File: src/oled_defines.svh
// Timing and geometry constants for the OLED text display
// SCK divider, power sequence wait and character grid size

`ifndef OLED_DEFINES_SVH
`define OLED_DEFINES_SVH

// clk cycles per SCK half-period
`define OLED_SCK_HALF 2

// Power sequence wait in clk cycles, short value for simulation
// 100 ms at the board clock goes here for hardware
`define OLED_POWER_DELAY 64

// Text grid
`define OLED_CHARS_PER_LINE 16
`define OLED_LINES 4

`endif
File: src/oled_font_pkg.sv
// Font types for the character path
// Character codes, 8x8 glyphs and column bytes

package oled_font_pkg;

  typedef logic [7:0] char_code_t;

  // Row 0 in the top byte, pixel 0 of a row in its MSB
  typedef logic [63:0] glyph_t;

  // Bit k holds row k
  typedef logic [7:0] column_t;

  // Column number, 0 at the left
  typedef logic [2:0] glyph_col_idx_t;

endpackage

File: src/oled_ctrl_pkg.sv
// Control types for the OLED driver
// Sequencer states, SSD1306 command bytes and the serializer byte struct

package oled_ctrl_pkg;

  typedef enum logic [3:0] {
    POWER_OFF,
    PON_DISPLAY_OFF,
    PON_INIT,
    PON_DELAY,
    DISPLAY_OFF,
    IDLE,
    CH_DISPLAY,
    CH_CONTRAST,
    UPDATE,
    POFF_DELAY
  } seq_state_t;

  typedef logic [7:0] cmd_byte_t;

  // SSD1306 commands in use
  localparam cmd_byte_t CMD_DISPLAY_ON     = 8'hAF;
  localparam cmd_byte_t CMD_DISPLAY_OFF    = 8'hAE;
  localparam cmd_byte_t CMD_SET_CONTRAST   = 8'h81;
  localparam cmd_byte_t CMD_SET_ADDR_MODE  = 8'h20;
  localparam cmd_byte_t ADDR_MODE_VERTICAL = 8'h01; // Argument of CMD_SET_ADDR_MODE
  localparam cmd_byte_t CONTRAST_RESET     = 8'h7F;

  // One byte handed to the serializer
  typedef struct packed {
    cmd_byte_t data;
    logic      dc;   // High for display data
    logic      last; // Closes the CS frame
  } spi_byte_t;

endpackage

File: src/oled_top.sv
// Pmod OLED text display top level
// Sequencer, glyph lookup and SPI serializer

`timescale 1ns/1ps
`include "oled_defines.svh"

module oled_top (
  input  logic                                          clk,
  input  logic                                          rst,
  input  logic                                          power_on,
  input  logic                                          display_off,
  input  logic                                          update,
  input  oled_ctrl_pkg::cmd_byte_t                      contrast,
  input  logic [`OLED_CHARS_PER_LINE*`OLED_LINES*8-1:0] display_data,
  output logic                                          cs,
  output logic                                          sck,
  output logic                                          mosi,
  output logic                                          dc,
  output logic                                          vdd_c,
  output logic                                          vbat_c
);

  oled_font_pkg::char_code_t     char_code;
  oled_font_pkg::glyph_col_idx_t col_idx;
  oled_font_pkg::column_t        column;
  oled_ctrl_pkg::spi_byte_t      tx_byte;
  logic                          tx_valid, tx_ready, frame_done;

  oled_sequencer u_sequencer (
    .clk          (clk),
    .rst          (rst),
    .power_on     (power_on),
    .display_off  (display_off),
    .update       (update),
    .contrast     (contrast),
    .display_data (display_data),
    .char_code    (char_code),
    .col_idx      (col_idx),
    .column       (column),
    .tx_byte      (tx_byte),
    .tx_valid     (tx_valid),
    .tx_ready     (tx_ready),
    .frame_done   (frame_done),
    .vdd_c        (vdd_c),
    .vbat_c       (vbat_c)
  );

  glyph_column u_glyph (
    .char_code (char_code),
    .col_idx   (col_idx),
    .column    (column)
  );

  spi_byte_tx u_spi (
    .clk        (clk),
    .rst        (rst),
    .tx_byte    (tx_byte),
    .tx_valid   (tx_valid),
    .tx_ready   (tx_ready),
    .frame_done (frame_done),
    .cs         (cs),
    .sck        (sck),
    .mosi       (mosi),
    .dc         (dc)
  );

endmodule

File: src/oled_sequencer.sv
// OLED control FSM
// Power on/off, display switching, contrast and full-screen update sequences
// feeding the SPI byte serializer

`timescale 1ns/1ps
`include "oled_defines.svh"

module oled_sequencer (
  input  logic                                            clk,
  input  logic                                            rst,
  input  logic                                            power_on,
  input  logic                                            display_off,
  input  logic                                            update,
  input  oled_ctrl_pkg::cmd_byte_t                        contrast,
  input  logic [`OLED_CHARS_PER_LINE*`OLED_LINES*8-1:0]   display_data,
  output oled_font_pkg::char_code_t                       char_code,
  output oled_font_pkg::glyph_col_idx_t                   col_idx,
  input  oled_font_pkg::column_t                          column,
  output oled_ctrl_pkg::spi_byte_t                        tx_byte,
  output logic                                            tx_valid,
  input  logic                                            tx_ready,
  input  logic                                            frame_done,
  output logic                                            vdd_c,
  output logic                                            vbat_c
);

  localparam int NCHARS = `OLED_CHARS_PER_LINE * `OLED_LINES;
  localparam int FRAME_BYTES = NCHARS * 8;
  localparam int DELAY = `OLED_POWER_DELAY;
  localparam int DLY_W = $clog2(DELAY + 1);

  oled_ctrl_pkg::seq_state_t state, state_d;
  oled_ctrl_pkg::cmd_byte_t  contrast_q;
  logic                      disp_off_q;
  logic [NCHARS*8-1:0]       data_q;
  logic [DLY_W-1:0]          delay_cnt;
  logic [8:0]                byte_cnt;  // {line, position, column}
  logic [5:0]                char_idx;
  logic                      sent_q;    // Last byte of the sequence accepted
  logic                      vdd_q, vbat_q;
  logic                      in_delay, delay_end, send_state, handshake;

  assign in_delay   = (state == oled_ctrl_pkg::PON_DELAY) || (state == oled_ctrl_pkg::POFF_DELAY);
  assign delay_end  = in_delay && (delay_cnt == DLY_W'(DELAY - 1));
  assign send_state = state inside {oled_ctrl_pkg::PON_DISPLAY_OFF, oled_ctrl_pkg::PON_INIT,
                                    oled_ctrl_pkg::CH_DISPLAY, oled_ctrl_pkg::CH_CONTRAST,
                                    oled_ctrl_pkg::UPDATE};
  assign tx_valid   = send_state && !sent_q;
  assign handshake  = tx_valid && tx_ready;

  // Character under the byte counter, character 0 in the top byte
  assign char_idx  = byte_cnt[8:3];
  assign char_code = data_q[(NCHARS - 1 - int'(char_idx)) * 8 +: 8];
  assign col_idx   = byte_cnt[2:0];

  always_comb
  begin
    state_d = state;
    case (state)
      oled_ctrl_pkg::POWER_OFF:       if (power_on) state_d = oled_ctrl_pkg::PON_DISPLAY_OFF;
      oled_ctrl_pkg::PON_DISPLAY_OFF: if (frame_done) state_d = oled_ctrl_pkg::PON_INIT;
      oled_ctrl_pkg::PON_INIT:        if (frame_done) state_d = oled_ctrl_pkg::PON_DELAY;
      oled_ctrl_pkg::PON_DELAY:       if (delay_end) state_d = oled_ctrl_pkg::DISPLAY_OFF;
      oled_ctrl_pkg::POFF_DELAY:      if (delay_end) state_d = oled_ctrl_pkg::POWER_OFF;
      oled_ctrl_pkg::IDLE:
      begin
        if (display_off || !power_on)
          state_d = oled_ctrl_pkg::CH_DISPLAY;
        else if (contrast != contrast_q)
          state_d = oled_ctrl_pkg::CH_CONTRAST;
        else if (update)
          state_d = oled_ctrl_pkg::UPDATE;
      end
      oled_ctrl_pkg::DISPLAY_OFF:
      begin
        if (!power_on)
          state_d = oled_ctrl_pkg::POFF_DELAY;
        else if (!display_off)
          state_d = oled_ctrl_pkg::CH_DISPLAY;
        else if (contrast != contrast_q)
          state_d = oled_ctrl_pkg::CH_CONTRAST;
        else if (update)
          state_d = oled_ctrl_pkg::UPDATE;
      end
      oled_ctrl_pkg::CH_DISPLAY, oled_ctrl_pkg::CH_CONTRAST, oled_ctrl_pkg::UPDATE:
      begin
        if (frame_done)
          state_d = disp_off_q ? oled_ctrl_pkg::DISPLAY_OFF : oled_ctrl_pkg::IDLE;
      end
      default: state_d = state;
    endcase
  end

  always_ff @(posedge clk or posedge rst)
  begin
    if (rst)
    begin
      state      <= oled_ctrl_pkg::POWER_OFF;
      contrast_q <= oled_ctrl_pkg::CONTRAST_RESET;
      disp_off_q <= 1'b1;
      delay_cnt  <= '0;
      byte_cnt   <= '0;
      sent_q     <= 1'b0;
      vdd_q      <= 1'b1;
      vbat_q     <= 1'b1;
    end
    else
    begin
      state <= state_d;
      if (state_d == oled_ctrl_pkg::CH_DISPLAY && state != oled_ctrl_pkg::CH_DISPLAY)
        disp_off_q <= (state == oled_ctrl_pkg::IDLE); // Off from IDLE, on from DISPLAY_OFF
      if (state_d == oled_ctrl_pkg::CH_CONTRAST && state != oled_ctrl_pkg::CH_CONTRAST)
        contrast_q <= contrast;
      delay_cnt <= in_delay ? delay_cnt + 1'b1 : '0;
      if (frame_done)
      begin
        byte_cnt <= '0;
        sent_q   <= 1'b0;
      end
      else if (handshake)
      begin
        if (tx_byte.last)
          sent_q <= 1'b1;
        else
          byte_cnt <= byte_cnt + 1'b1;
      end
      // Supply pins follow the next state, both active low
      vdd_q  <= (state_d == oled_ctrl_pkg::POWER_OFF);
      vbat_q <= state_d inside {oled_ctrl_pkg::POWER_OFF, oled_ctrl_pkg::PON_DISPLAY_OFF,
                                oled_ctrl_pkg::PON_INIT, oled_ctrl_pkg::PON_DELAY};
    end
  end

  // Screen snapshot taken when an update starts
  always_ff @(posedge clk)
  begin
    if (state_d == oled_ctrl_pkg::UPDATE && state != oled_ctrl_pkg::UPDATE)
      data_q <= display_data;
  end

  always_comb
  begin
    tx_byte = '0;
    case (state)
      oled_ctrl_pkg::PON_DISPLAY_OFF:
      begin
        tx_byte.data = oled_ctrl_pkg::CMD_DISPLAY_OFF;
        tx_byte.last = 1'b1;
      end
      oled_ctrl_pkg::PON_INIT:
      begin
        tx_byte.data = byte_cnt[0] ? oled_ctrl_pkg::ADDR_MODE_VERTICAL
                                   : oled_ctrl_pkg::CMD_SET_ADDR_MODE;
        tx_byte.last = byte_cnt[0];
      end
      oled_ctrl_pkg::CH_DISPLAY:
      begin
        tx_byte.data = disp_off_q ? oled_ctrl_pkg::CMD_DISPLAY_OFF : oled_ctrl_pkg::CMD_DISPLAY_ON;
        tx_byte.last = 1'b1;
      end
      oled_ctrl_pkg::CH_CONTRAST:
      begin
        tx_byte.data = byte_cnt[0] ? contrast_q : oled_ctrl_pkg::CMD_SET_CONTRAST;
        tx_byte.last = byte_cnt[0];
      end
      oled_ctrl_pkg::UPDATE:
      begin
        tx_byte.data = column;
        tx_byte.dc   = 1'b1;
        tx_byte.last = (byte_cnt == 9'(FRAME_BYTES - 1));
      end
      default: tx_byte = '0;
    endcase
  end

  assign vdd_c  = vdd_q;
  assign vbat_c = vbat_q;

endmodule

File: src/spi_byte_tx.sv
// Write-only SPI byte serializer for the OLED
// SCK divider, one-byte holding buffer, shift register and CS framing

`timescale 1ns/1ps
`include "oled_defines.svh"

module spi_byte_tx (
  input  logic                     clk,
  input  logic                     rst,
  input  oled_ctrl_pkg::spi_byte_t tx_byte,
  input  logic                     tx_valid,
  output logic                     tx_ready,
  output logic                     frame_done,
  output logic                     cs,
  output logic                     sck,
  output logic                     mosi,
  output logic                     dc
);

  localparam int HALF = `OLED_SCK_HALF;
  localparam int DIV_W = $clog2(HALF + 1);

  oled_ctrl_pkg::spi_byte_t hold_q;
  logic                     hold_valid;
  logic [DIV_W-1:0]         div_cnt;
  logic [7:0]               shift_q;
  logic [2:0]               bit_cnt;
  logic                     have_byte;  // Shift register busy
  logic                     last_q, dc_q, cs_q, sck_q, done_q;
  logic                     tick, load, close;

  assign tick  = !cs_q && (div_cnt == DIV_W'(HALF - 1)); // SCK edge point
  assign load  = tick && sck_q && !have_byte && !last_q && hold_valid;
  assign close = tick && sck_q && !have_byte && last_q;

  assign tx_ready = !hold_valid;

  always_ff @(posedge clk or posedge rst)
  begin
    if (rst)
      hold_valid <= 1'b0;
    else if (tx_valid && tx_ready)
      hold_valid <= 1'b1;
    else if (load)
      hold_valid <= 1'b0;
  end

  always_ff @(posedge clk)
  begin
    if (tx_valid && tx_ready)
      hold_q <= tx_byte;
  end

  always_ff @(posedge clk or posedge rst)
  begin
    if (rst)
      div_cnt <= '0;
    else if (cs_q || tick)
      div_cnt <= '0;
    else
      div_cnt <= div_cnt + 1'b1;
  end

  always_ff @(posedge clk or posedge rst)
  begin
    if (rst)
    begin
      cs_q      <= 1'b1;
      sck_q     <= 1'b1;
      have_byte <= 1'b0;
      last_q    <= 1'b0;
      bit_cnt   <= '0;
      shift_q   <= '0;
      dc_q      <= 1'b0;
      done_q    <= 1'b0;
    end
    else
    begin
      done_q <= close;
      if (cs_q)
      begin
        if (hold_valid)
          cs_q <= 1'b0; // Lead-in of one half-period follows
      end
      else if (tick && !sck_q)
      begin
        sck_q   <= 1'b1; // Rising edge, receiver samples
        bit_cnt <= bit_cnt + 1'b1;
        if (bit_cnt == 3'd7)
          have_byte <= 1'b0;
      end
      else if (tick && have_byte)
      begin
        sck_q   <= 1'b0;
        shift_q <= {shift_q[6:0], 1'b0};
      end
      else if (close)
      begin
        cs_q   <= 1'b1;
        last_q <= 1'b0;
      end
      else if (load)
      begin
        sck_q     <= 1'b0;
        have_byte <= 1'b1;
        shift_q   <= hold_q.data;
        dc_q      <= hold_q.dc;
        last_q    <= hold_q.last;
      end
    end
  end

  assign cs         = cs_q;
  assign sck        = sck_q;
  assign mosi       = shift_q[7]; // MSB first
  assign dc         = dc_q;
  assign frame_done = done_q;

endmodule

File: src/glyph_column.sv
// Reduced 8x8 font lookup and column extraction
// Space, digits and A-F, all other codes blank

`timescale 1ns/1ps

module glyph_column (
  input  oled_font_pkg::char_code_t     char_code,
  input  oled_font_pkg::glyph_col_idx_t col_idx,
  output oled_font_pkg::column_t        column
);

  oled_font_pkg::glyph_t glyph;

  always_comb
  begin
    case (char_code)
      8'h10:   glyph = 64'h3c42_6252_4a46_423c; // 0
      8'h11:   glyph = 64'h1828_0808_0808_083e;
      8'h12:   glyph = 64'h3c42_0204_0810_207e;
      8'h13:   glyph = 64'h3c42_0206_3c06_423c;
      8'h14:   glyph = 64'h040c_1424_447e_0404;
      8'h15:   glyph = 64'h7e40_407c_0202_027c;
      8'h16:   glyph = 64'h3c42_405c_6242_423c;
      8'h17:   glyph = 64'h7e02_0204_0810_2040;
      8'h18:   glyph = 64'h3c42_4242_3c42_423c;
      8'h19:   glyph = 64'h3c42_4246_3a02_423c; // 9
      8'h21:   glyph = 64'h1824_427e_4242_e700; // A
      8'h22:   glyph = 64'h7844_4478_4444_7800;
      8'h23:   glyph = 64'h3c42_4040_4042_3c00;
      8'h24:   glyph = 64'h7c42_4242_4242_7c00;
      8'h25:   glyph = 64'h7c40_407c_4040_7c00;
      8'h26:   glyph = 64'h7c40_407c_4040_4000; // F
      default: glyph = '0;                      // Space and unsupported codes
    endcase
  end

  // Row k of the glyph goes to bit k of the column byte
  always_comb
  begin
    for (int k = 0; k < 8; k++)
      column[k] = glyph[63 - 8 * k - int'(col_idx)];
  end

endmodule

File: config.mk
export PLATFORM = sky130hd
export DESIGN_NAME = oled_top
export DESIGN_NICKNAME = d
export VERILOG_FILES = /design/src/oled_font_pkg.sv /design/src/oled_ctrl_pkg.sv /design/src/oled_top.sv /design/src/oled_sequencer.sv /design/src/spi_byte_tx.sv /design/src/glyph_column.sv
export VERILOG_INCLUDE_DIRS = /design/src
export SDC_FILE = /design/constraint.sdc
export NUM_CORES = 1
export LEC_CHECK = 0
export ABC_AREA = 1
export BUFFER_PORTS_ARGS = -buffer_cell sky130_fd_sc_hd__buf_2
export CORE_ASPECT_RATIO = 0.75
export CORE_MARGIN = 1.5
export CORE_UTILIZATION = 55
export DETAILED_ROUTE_END_ITERATION = 16
export GPL_TIMING_DRIVEN = 0
export PLACE_DENSITY = 0.81
export SLEW_MARGIN = 25
export SYNTH_ARGS = -nofsm -noshare
export SYNTH_HDL_FRONTEND = slang
export SYNTH_SLANG_ARGS = --single-unit
File: constraint.sdc
create_clock -name clk -period 31 [get_ports clk]
set_input_delay 1.55 -clock clk [delete_from_list [all_inputs] [get_ports clk]]
set_output_delay 1.55 -clock clk [all_outputs]
set_load 0.02 [all_outputs]
# Word-level counts from Yosys, hierarchy flattened
# Memory sizes are Yosys's and may differ from the RTL's.
# Index checks and enable logic that the tools add are counted.
[word_totals]
in_bits = 525
mem_bits_ro = 3136
reg_bits = 574
n_memories = 1
[classes]
n_eq_ne = 29
n_reduce_logical = 47
bitwise_logic = 4
mux = 72
order_cmp = 8
n_addsub = 13
shift = 1
[memory_table]
columns = ["name", "depth", "width", "rd", "rd_clocked_by_memory_dff", "write_ports", "line_no", "source"]
rows = [
  ["(name not given)", 64, 49, 1, 0, 0, "glyph_column.sv:16", "case (char_code)"],
]
[ops]
columns = ["op", "n"]
rows = [
  ["512-bit by 32-bit indexed part select with 8-bit output", 1],
  ["32-bit by 8-bit < comparator with 1-bit output, second input constant", 8],
  ["64-bit two-way mux", 1],
  ["1-bit binary-select mux with 6-bit select", 8],
  ["4-bit two-way mux", 11],
  ["8-bit case mux with 5 select lines", 1],
  ["1-bit two-way mux", 39],
  ["8-bit two-way mux", 4],
  ["4-bit case mux with 8 select lines", 1],
  ["6-bit by 3-bit subtractor with 7-bit output, first input constant", 4],
  ["9-bit two-way mux", 3],
  ["4-bit by 3-bit equality test with 1-bit output, second input constant", 6],
  ["4-bit by 2-bit equality test with 1-bit output, second input constant", 4],
  ["1-bit logical AND", 14],
  ["4-bit equality test, second input constant", 3],
  ["2-bit nonzero test", 6],
  ["5-bit by 3-bit subtractor with 6-bit output, first input constant", 2],
  ["5-bit AND reduction", 2],
  ["9-bit by 1-bit adder with 9-bit output, second input constant", 1],
  ["9-bit equality test, second input constant", 1],
  ["4-bit by 1-bit equality test with 1-bit output, second input constant", 2],
  ["4-bit logical NOT", 2],
  ["2-bit != test, second input constant", 4],
  ["4-bit by 3-bit != test with 1-bit output, second input constant", 2],
  ["29 further kinds", 44],
]

# Logic depth before layout (Yosys ltp)
[logic_depth]
depth_word = 10
ltp_mapped = 27
depth_no_buf = 23

# Hierarchy
# A second synthesis with hierarchy kept.
[unflattened]
hier_cells = 2146
area_unflattened_um2 = 24608.6
[by_module_without_submodules]
columns = ["module", "cells_per_inst", "n_inst", "area_each_um2"]
rows = [
  ["oled_sequencer", 1751, 1, 22023.6],
  ["glyph_column", 269, 1, 1316.3],
  ["spi_byte_tx", 126, 1, 1268.7],
]

# Least setup slack after synthesis
# No wires, ideal clock.
[synth_path]
path_type = "input-to-reg"
startpoint = "in contrast[1]"
endpoint = "reg u_sequencer.data_q[0], enable pin"
t_arrival_ns = 23.748
n_path_buf = 0
cell_stages = 13
setup_ns = 1.398
setup_slack_ns = 5.853
cell_sequence = "inv_1 nand2_1 nand2_1 nand3_1 nor2_1 nand2_1 a21oi_1 nand2_1 nand3_1 o2111ai_1 o21ai_0 nand2_1 nor2_1"
[synth_via]
elab_chain_len = 7
elab_cells_between_ends = 8
classes_between = "2 x eq/ne; 5 x mux; 1 x reduce/logical"
[synth_lines]
columns = ["element", "line_no", "source"]
rows = [
  ["start, declared", "oled_top.sv:13", "input oled_ctrl_pkg::cmd_byte_t contrast,"],
  ["8-bit != test (*)", "oled_sequencer.sv:69, oled_sequencer.sv:80", ""],
  ["4-bit two-way mux (*)", "oled_sequencer.sv:80", "else if (contrast != contrast_q)"],
  ["4-bit two-way mux", "oled_sequencer.sv:78", "else if (!display_off)"],
  ["4-bit two-way mux", "oled_sequencer.sv:76", "if (!power_on)"],
  ["4-bit case mux with 8 select lines (*)", "oled_sequencer.sv:59", "case (state)"],
  ["4-bit equality test (*)", "oled_sequencer.sv:137", "if (state_d == oled_ctrl_pkg::UPDATE && state != oled_ctrl_pkg::UPDATE)"],
  ["1-bit logical AND (*)", "oled_sequencer.sv:137", ""],
  ["end signal, assigned", "oled_sequencer.sv:138", "data_q <= display_data;"],
  ["end, declared", "oled_sequencer.sv:35", "logic [NCHARS*8-1:0] data_q;"],
]
# Every way passes the cells marked *; elsewhere a longest branch is shown, timed or not.
# A chain may end at the register's enable or synchronous reset.

# Worst setup path in the final report
[layout_path]
startpoint = "in contrast[7]"
endpoint = "reg u_sequencer.data_q[195], enable pin"
# Same word-level chain as after synthesis.

==> summary.md <==
| Metric | Value |
|---|---|
| Slew at the pin closest to its max-slew limit | `1.06 ns` |
| Launch point of the critical path | `contrast[7]` |
| Cell occurring most often along the worst timing path | `buf_16` |
| Total power density per cell area | `76.8 nW/µm²` |
| Number of distinct library cells after synthesis | `48` |
| Min-Delay Startpoint | `u_spi.div_cnt[0]` |
| Number of sinks driven by the clock tree | `574` |
| Setup repair after global routing missed its margin | `false` |
| TritonCTS buffer count | `54` |
| Share of total power in combinational logic | `24.9%` |
| Clock slew at reported path FFs | `0.06 ns` |
| Number of antenna-violating nets in the routed design | `0` |
| Crit path time final | `4.62 ns` |
| Die Span X | `247 µm` |
| Most common library cell in the layout ignoring fill and taps | `nand2_1` |
| Drt first pass iters | `6` |
| Starting Density | `56.2%` |
| DRC violation count after routing | `0` |
| Iteration-0 DRC count of the detailed router | `2829` |
| GR Util All Layers | `34.1%` |
| Number of buffers inserted by post-CTS setup repair | `0` |
| Bufs on Longest Clock Path | `3` |
| Number of maximum-capacitance constraint violations | `0` |
| Clock network fraction of design power | `27.5%` |
| Die Span Y | `186 µm` |
| Global placer's final weighted congestion | `0.978` |
| Post-detail-place hpwl | `58900 µm` |
| Master of the slowest instance on the critical path | `nor2_4` |
| Instance area at placement | `28600 µm²` |
| Startpoint class of the critical path | `primary input` |
| Via density per instance | `5.81` |
| Share of post-route cells with drive strength above 1 | `26.0%` |
| Hold buffer count at CTS | `0` |
| Final setup vio count | `0` |
| Cell taking the most area after synthesis | `edfxtp_1` |
| Maximum number of pins on one net before global-route repair | `30` |
| Cell count after synthesis | `2242` |
| Reg power frac | `47.7%` |
| Number of placement rows | `66` |
| Final Net Count | `3393` |
| Wire per inst | `22.9 µm` |
| Status | `complete, no violations` |
| Synth Area in XOR/XNOR | `0.214%` |
| Pint | `1600 µW` |
| Crit. End Element | `flop` |
| Total leakage power | `0.0124 µW` |
| Maximum fanout along the worst path | `24` |
| Adder and majority gate portion of the synthesized area | `0.813%` |
| Switching share of power | `31.5%` |
| Global-route wire length before repair | `115000 µm` |
| Final clock period utilization by the worst path | `14.9%` |
| # resized after CTS | `0` |
| Final cell area excluding filler cells | `30400 µm²` |
| Floorplan Core Area | `43800 µm²` |
| Total buffers and inverters traversed by the critical path | `8` |
| Via count of the first global-routing pass | `19.7k` |
| Worst clock skew | `0.0327 ns` |
| Hold_ws | `0.441 ns` |
| Path class of the lowest-slack min-delay path | `flop to flop` |
| Share of cell area taken by muxes after synthesis | `0%` |
| Boundary Pins | `531` |
| Number of synthesized flops with an enable pin | `522` |
| Minimum setup slack in the final design | `26.38 ns` |
| Final slew viol count | `0` |
| CTS tree | `done` |
| Worst flop-to-flop path endpoint | `u_spi.hold_q[8]` |
| Avg Cell Area, Syn | `11.0 µm²` |
| FMAX | `216 MHz` |
| Buffers on Ports | `530` |
| Compound-Gate Fraction of Synth Area | `3.87%` |
| Predominant post-synthesis flop cell | `edfxtp_1` |
| Simple-gate share of the synthesized area | `21.8%` |
| Max_slew headroom | `29.2%` |
| End point of the most critical hold path | `u_spi.div_cnt[0]` |
| Count of filler cells inserted in the layout | `3123` |
| Overall overflow remaining after global route | `0` |
| Total routed wirelength | `80400 µm` |
| Data arrival, critical path | `4.92 ns` |
| Share of the synthesized area in the top cell type | `63.7%` |
| Dominant cells by area after synthesis | `edfxtp_1 64%, nand2_1 10%, nand3_1 7.8%` |
| Data required time at the worst endpoint | `31.30 ns` |
| Startpoint of the lowest-slack register-to-register path | `u_sequencer.byte_cnt[5]` |
| Post-synth net total | `2783` |
| Summed instance area of the synthesized netlist | `24600 µm²` |
| Warnings, synthesis | `0` |
| Clock latency at the later pin of the worst-skew pair | `0.62 ns` |
| Worst IR drop on VDD | `76.4 µV` |
| Sequential area share after synthesis | `69.0%` |
| Net switching power of the design | `735 µW` |
| Classification of the worst setup path | `primary input to flop` |
| Die Area | `46000 µm²` |
| Cell chain of the critical path | `buf_2 -> inv_1 -> nand2_1 -> nand4_1 -> nor2_1 -> nand2_1 -> a21oi_1 -> nand2_1 -> nand3_1 -> o2111ai_1 -> o21ai_0 -> nand2_1 -> nor2_4 -> buf_16 -> buf_16 -> buf_16 -> buf_16 -> buf_16 -> buf_8` |
| Vias after detailed routing | `20.4k` |
| Cell family with the largest share of critical-path delay | `simple AND/OR/NAND/NOR gates` |
| H-tree lvl count | `2` |
| Share of flip-flops with an asynchronous set or reset | `9.06%` |
| Count of state elements after synthesis | `574` |
| Commonest cells after routing, fill and taps aside | `672 x nand2_1, 581 x buf_2, 522 x edfxtp_1` |
| Number of placed cells counting well taps | `3374` |
| Finished Layout Cells | `3514` |
| Reg2reg path depth | `21` |
| Worst Hold Depth | `1` |
| Synth-to-Final Area Change | `23.4%` |
| Hold violation total from the final report | `0` |
| Place WS | `25.81 ns` |
| Register-to-register setup slack | `26.42 ns` |
| Largest family of logic cells by synthesized area | `simple AND/OR/NAND/NOR gates` |
| Number of antenna violations at the first check in global routing | `42` |
| CTS root buffer | `clkbuf_16` |
| Critical Path Max Stage Delay | `0.66 ns` |
==> Yosys cell counts, types with 6 or more instances <==
cell,n
o21ai_0,59
o211ai_1,12
edfxtp_1,522
dfrtp_1,40
nand4_1,6
dfstp_2,12
nand2_1,672
nor3_1,26
or3_1,8
inv_1,99
buf_6,9
nand2_2,10
nand3_1,386
buf_2,51
buf_4,22
clkbuf_1,23
buf_1,8
a21oi_1,56
ha_1,16
o21ai_1,16
nor2_1,133
==> power by group through the flow <==
stage                     clock [µW]  combinational [µW]  sequential, µW
after floorplan                    0                 338            1260
after global placement             0                 492            1310
after detailed placement           0                 566            1120
after CTS                        643                 569            1110
after global routing             672                 634            1120
final                            641                 580            1110
==> routing by layer <==
metal  up-vias  GRT usage (%)  share of wire, %
li1       9056              -                 -
met1      9661           45.5                37
met2      1447           54.9                49
met3       241           5.95                10
met4         6           16.5               4.4
met5         -              0             0.035
==> final cells by class <==
class,instances,area (µm²),share of cell area [%]
Antenna cell,44,110,0.362
Inverter,108,409,1.35
Clock buffer,60,1380,4.56
Tap cell,578,723,2.38
Clock inverter,36,283,0.931
Timing Repair Buffer,554,3260,10.7
Buffer,113,638,2.10
Multi-Input combinational cell,1447,6580,21.7
Sequential cell,574,17000,55.9
==> registers in the layout, summed over array words and instances, names as in the netlist <==
signal	cells
u_sequencer.data_q	512
u_spi.hold_q	10
u_sequencer.byte_cnt	9
u_sequencer.contrast_q	8
u_spi.shift_q	8
u_sequencer.delay_cnt	7
u_sequencer.state	4
u_spi.bit_cnt	3
u_spi.div_cnt	2
u_sequencer.disp_off_q	1
u_sequencer.sent_q	1
u_sequencer.vbat_c	1
u_sequencer.vdd_c	1
u_spi.cs	1
u_spi.dc	1
u_spi.frame_done	1
u_spi.have_byte	1
u_spi.hold_valid	1
u_spi.last_q	1
u_spi.sck	1
==> metrics by stage <==
step	total power (µW)	util (%)	setup TNS, ns
2_1_floorplan	1590	-	0
3_3_place_gp	1810	63.9	-664.40
3_5_place_dp	1690	65.3	0
4_1_cts	2320	69.1	0
5_1_grt	2430	69.4	0
6_report	2330	69.4	0
==> cell families after synthesis <==
kind of cell	count (synthesis)
and+or+nand+nor	1256
buffers and inverters	221
xor gates and xnor gates	6
AOI/OAI and AO/OA	169
adders and majority gates	16
DFF	574
==> how the worst max path moves through the flow <==
| stage | to | cells after the start |
|---|---|---|
| finish | u_sequencer.data_q[195] | 19 |
| global route | u_sequencer.data_q[266] | 19 |
| detailed placement | u_sequencer.data_q[266] | 19 |
| floorplan | u_sequencer.data_q[0] | 13 |
| global placement | u_sequencer.data_q[18] | 14 |
| CTS | u_sequencer.data_q[266] | 19 |
Power figures use the tool's default switching activity.
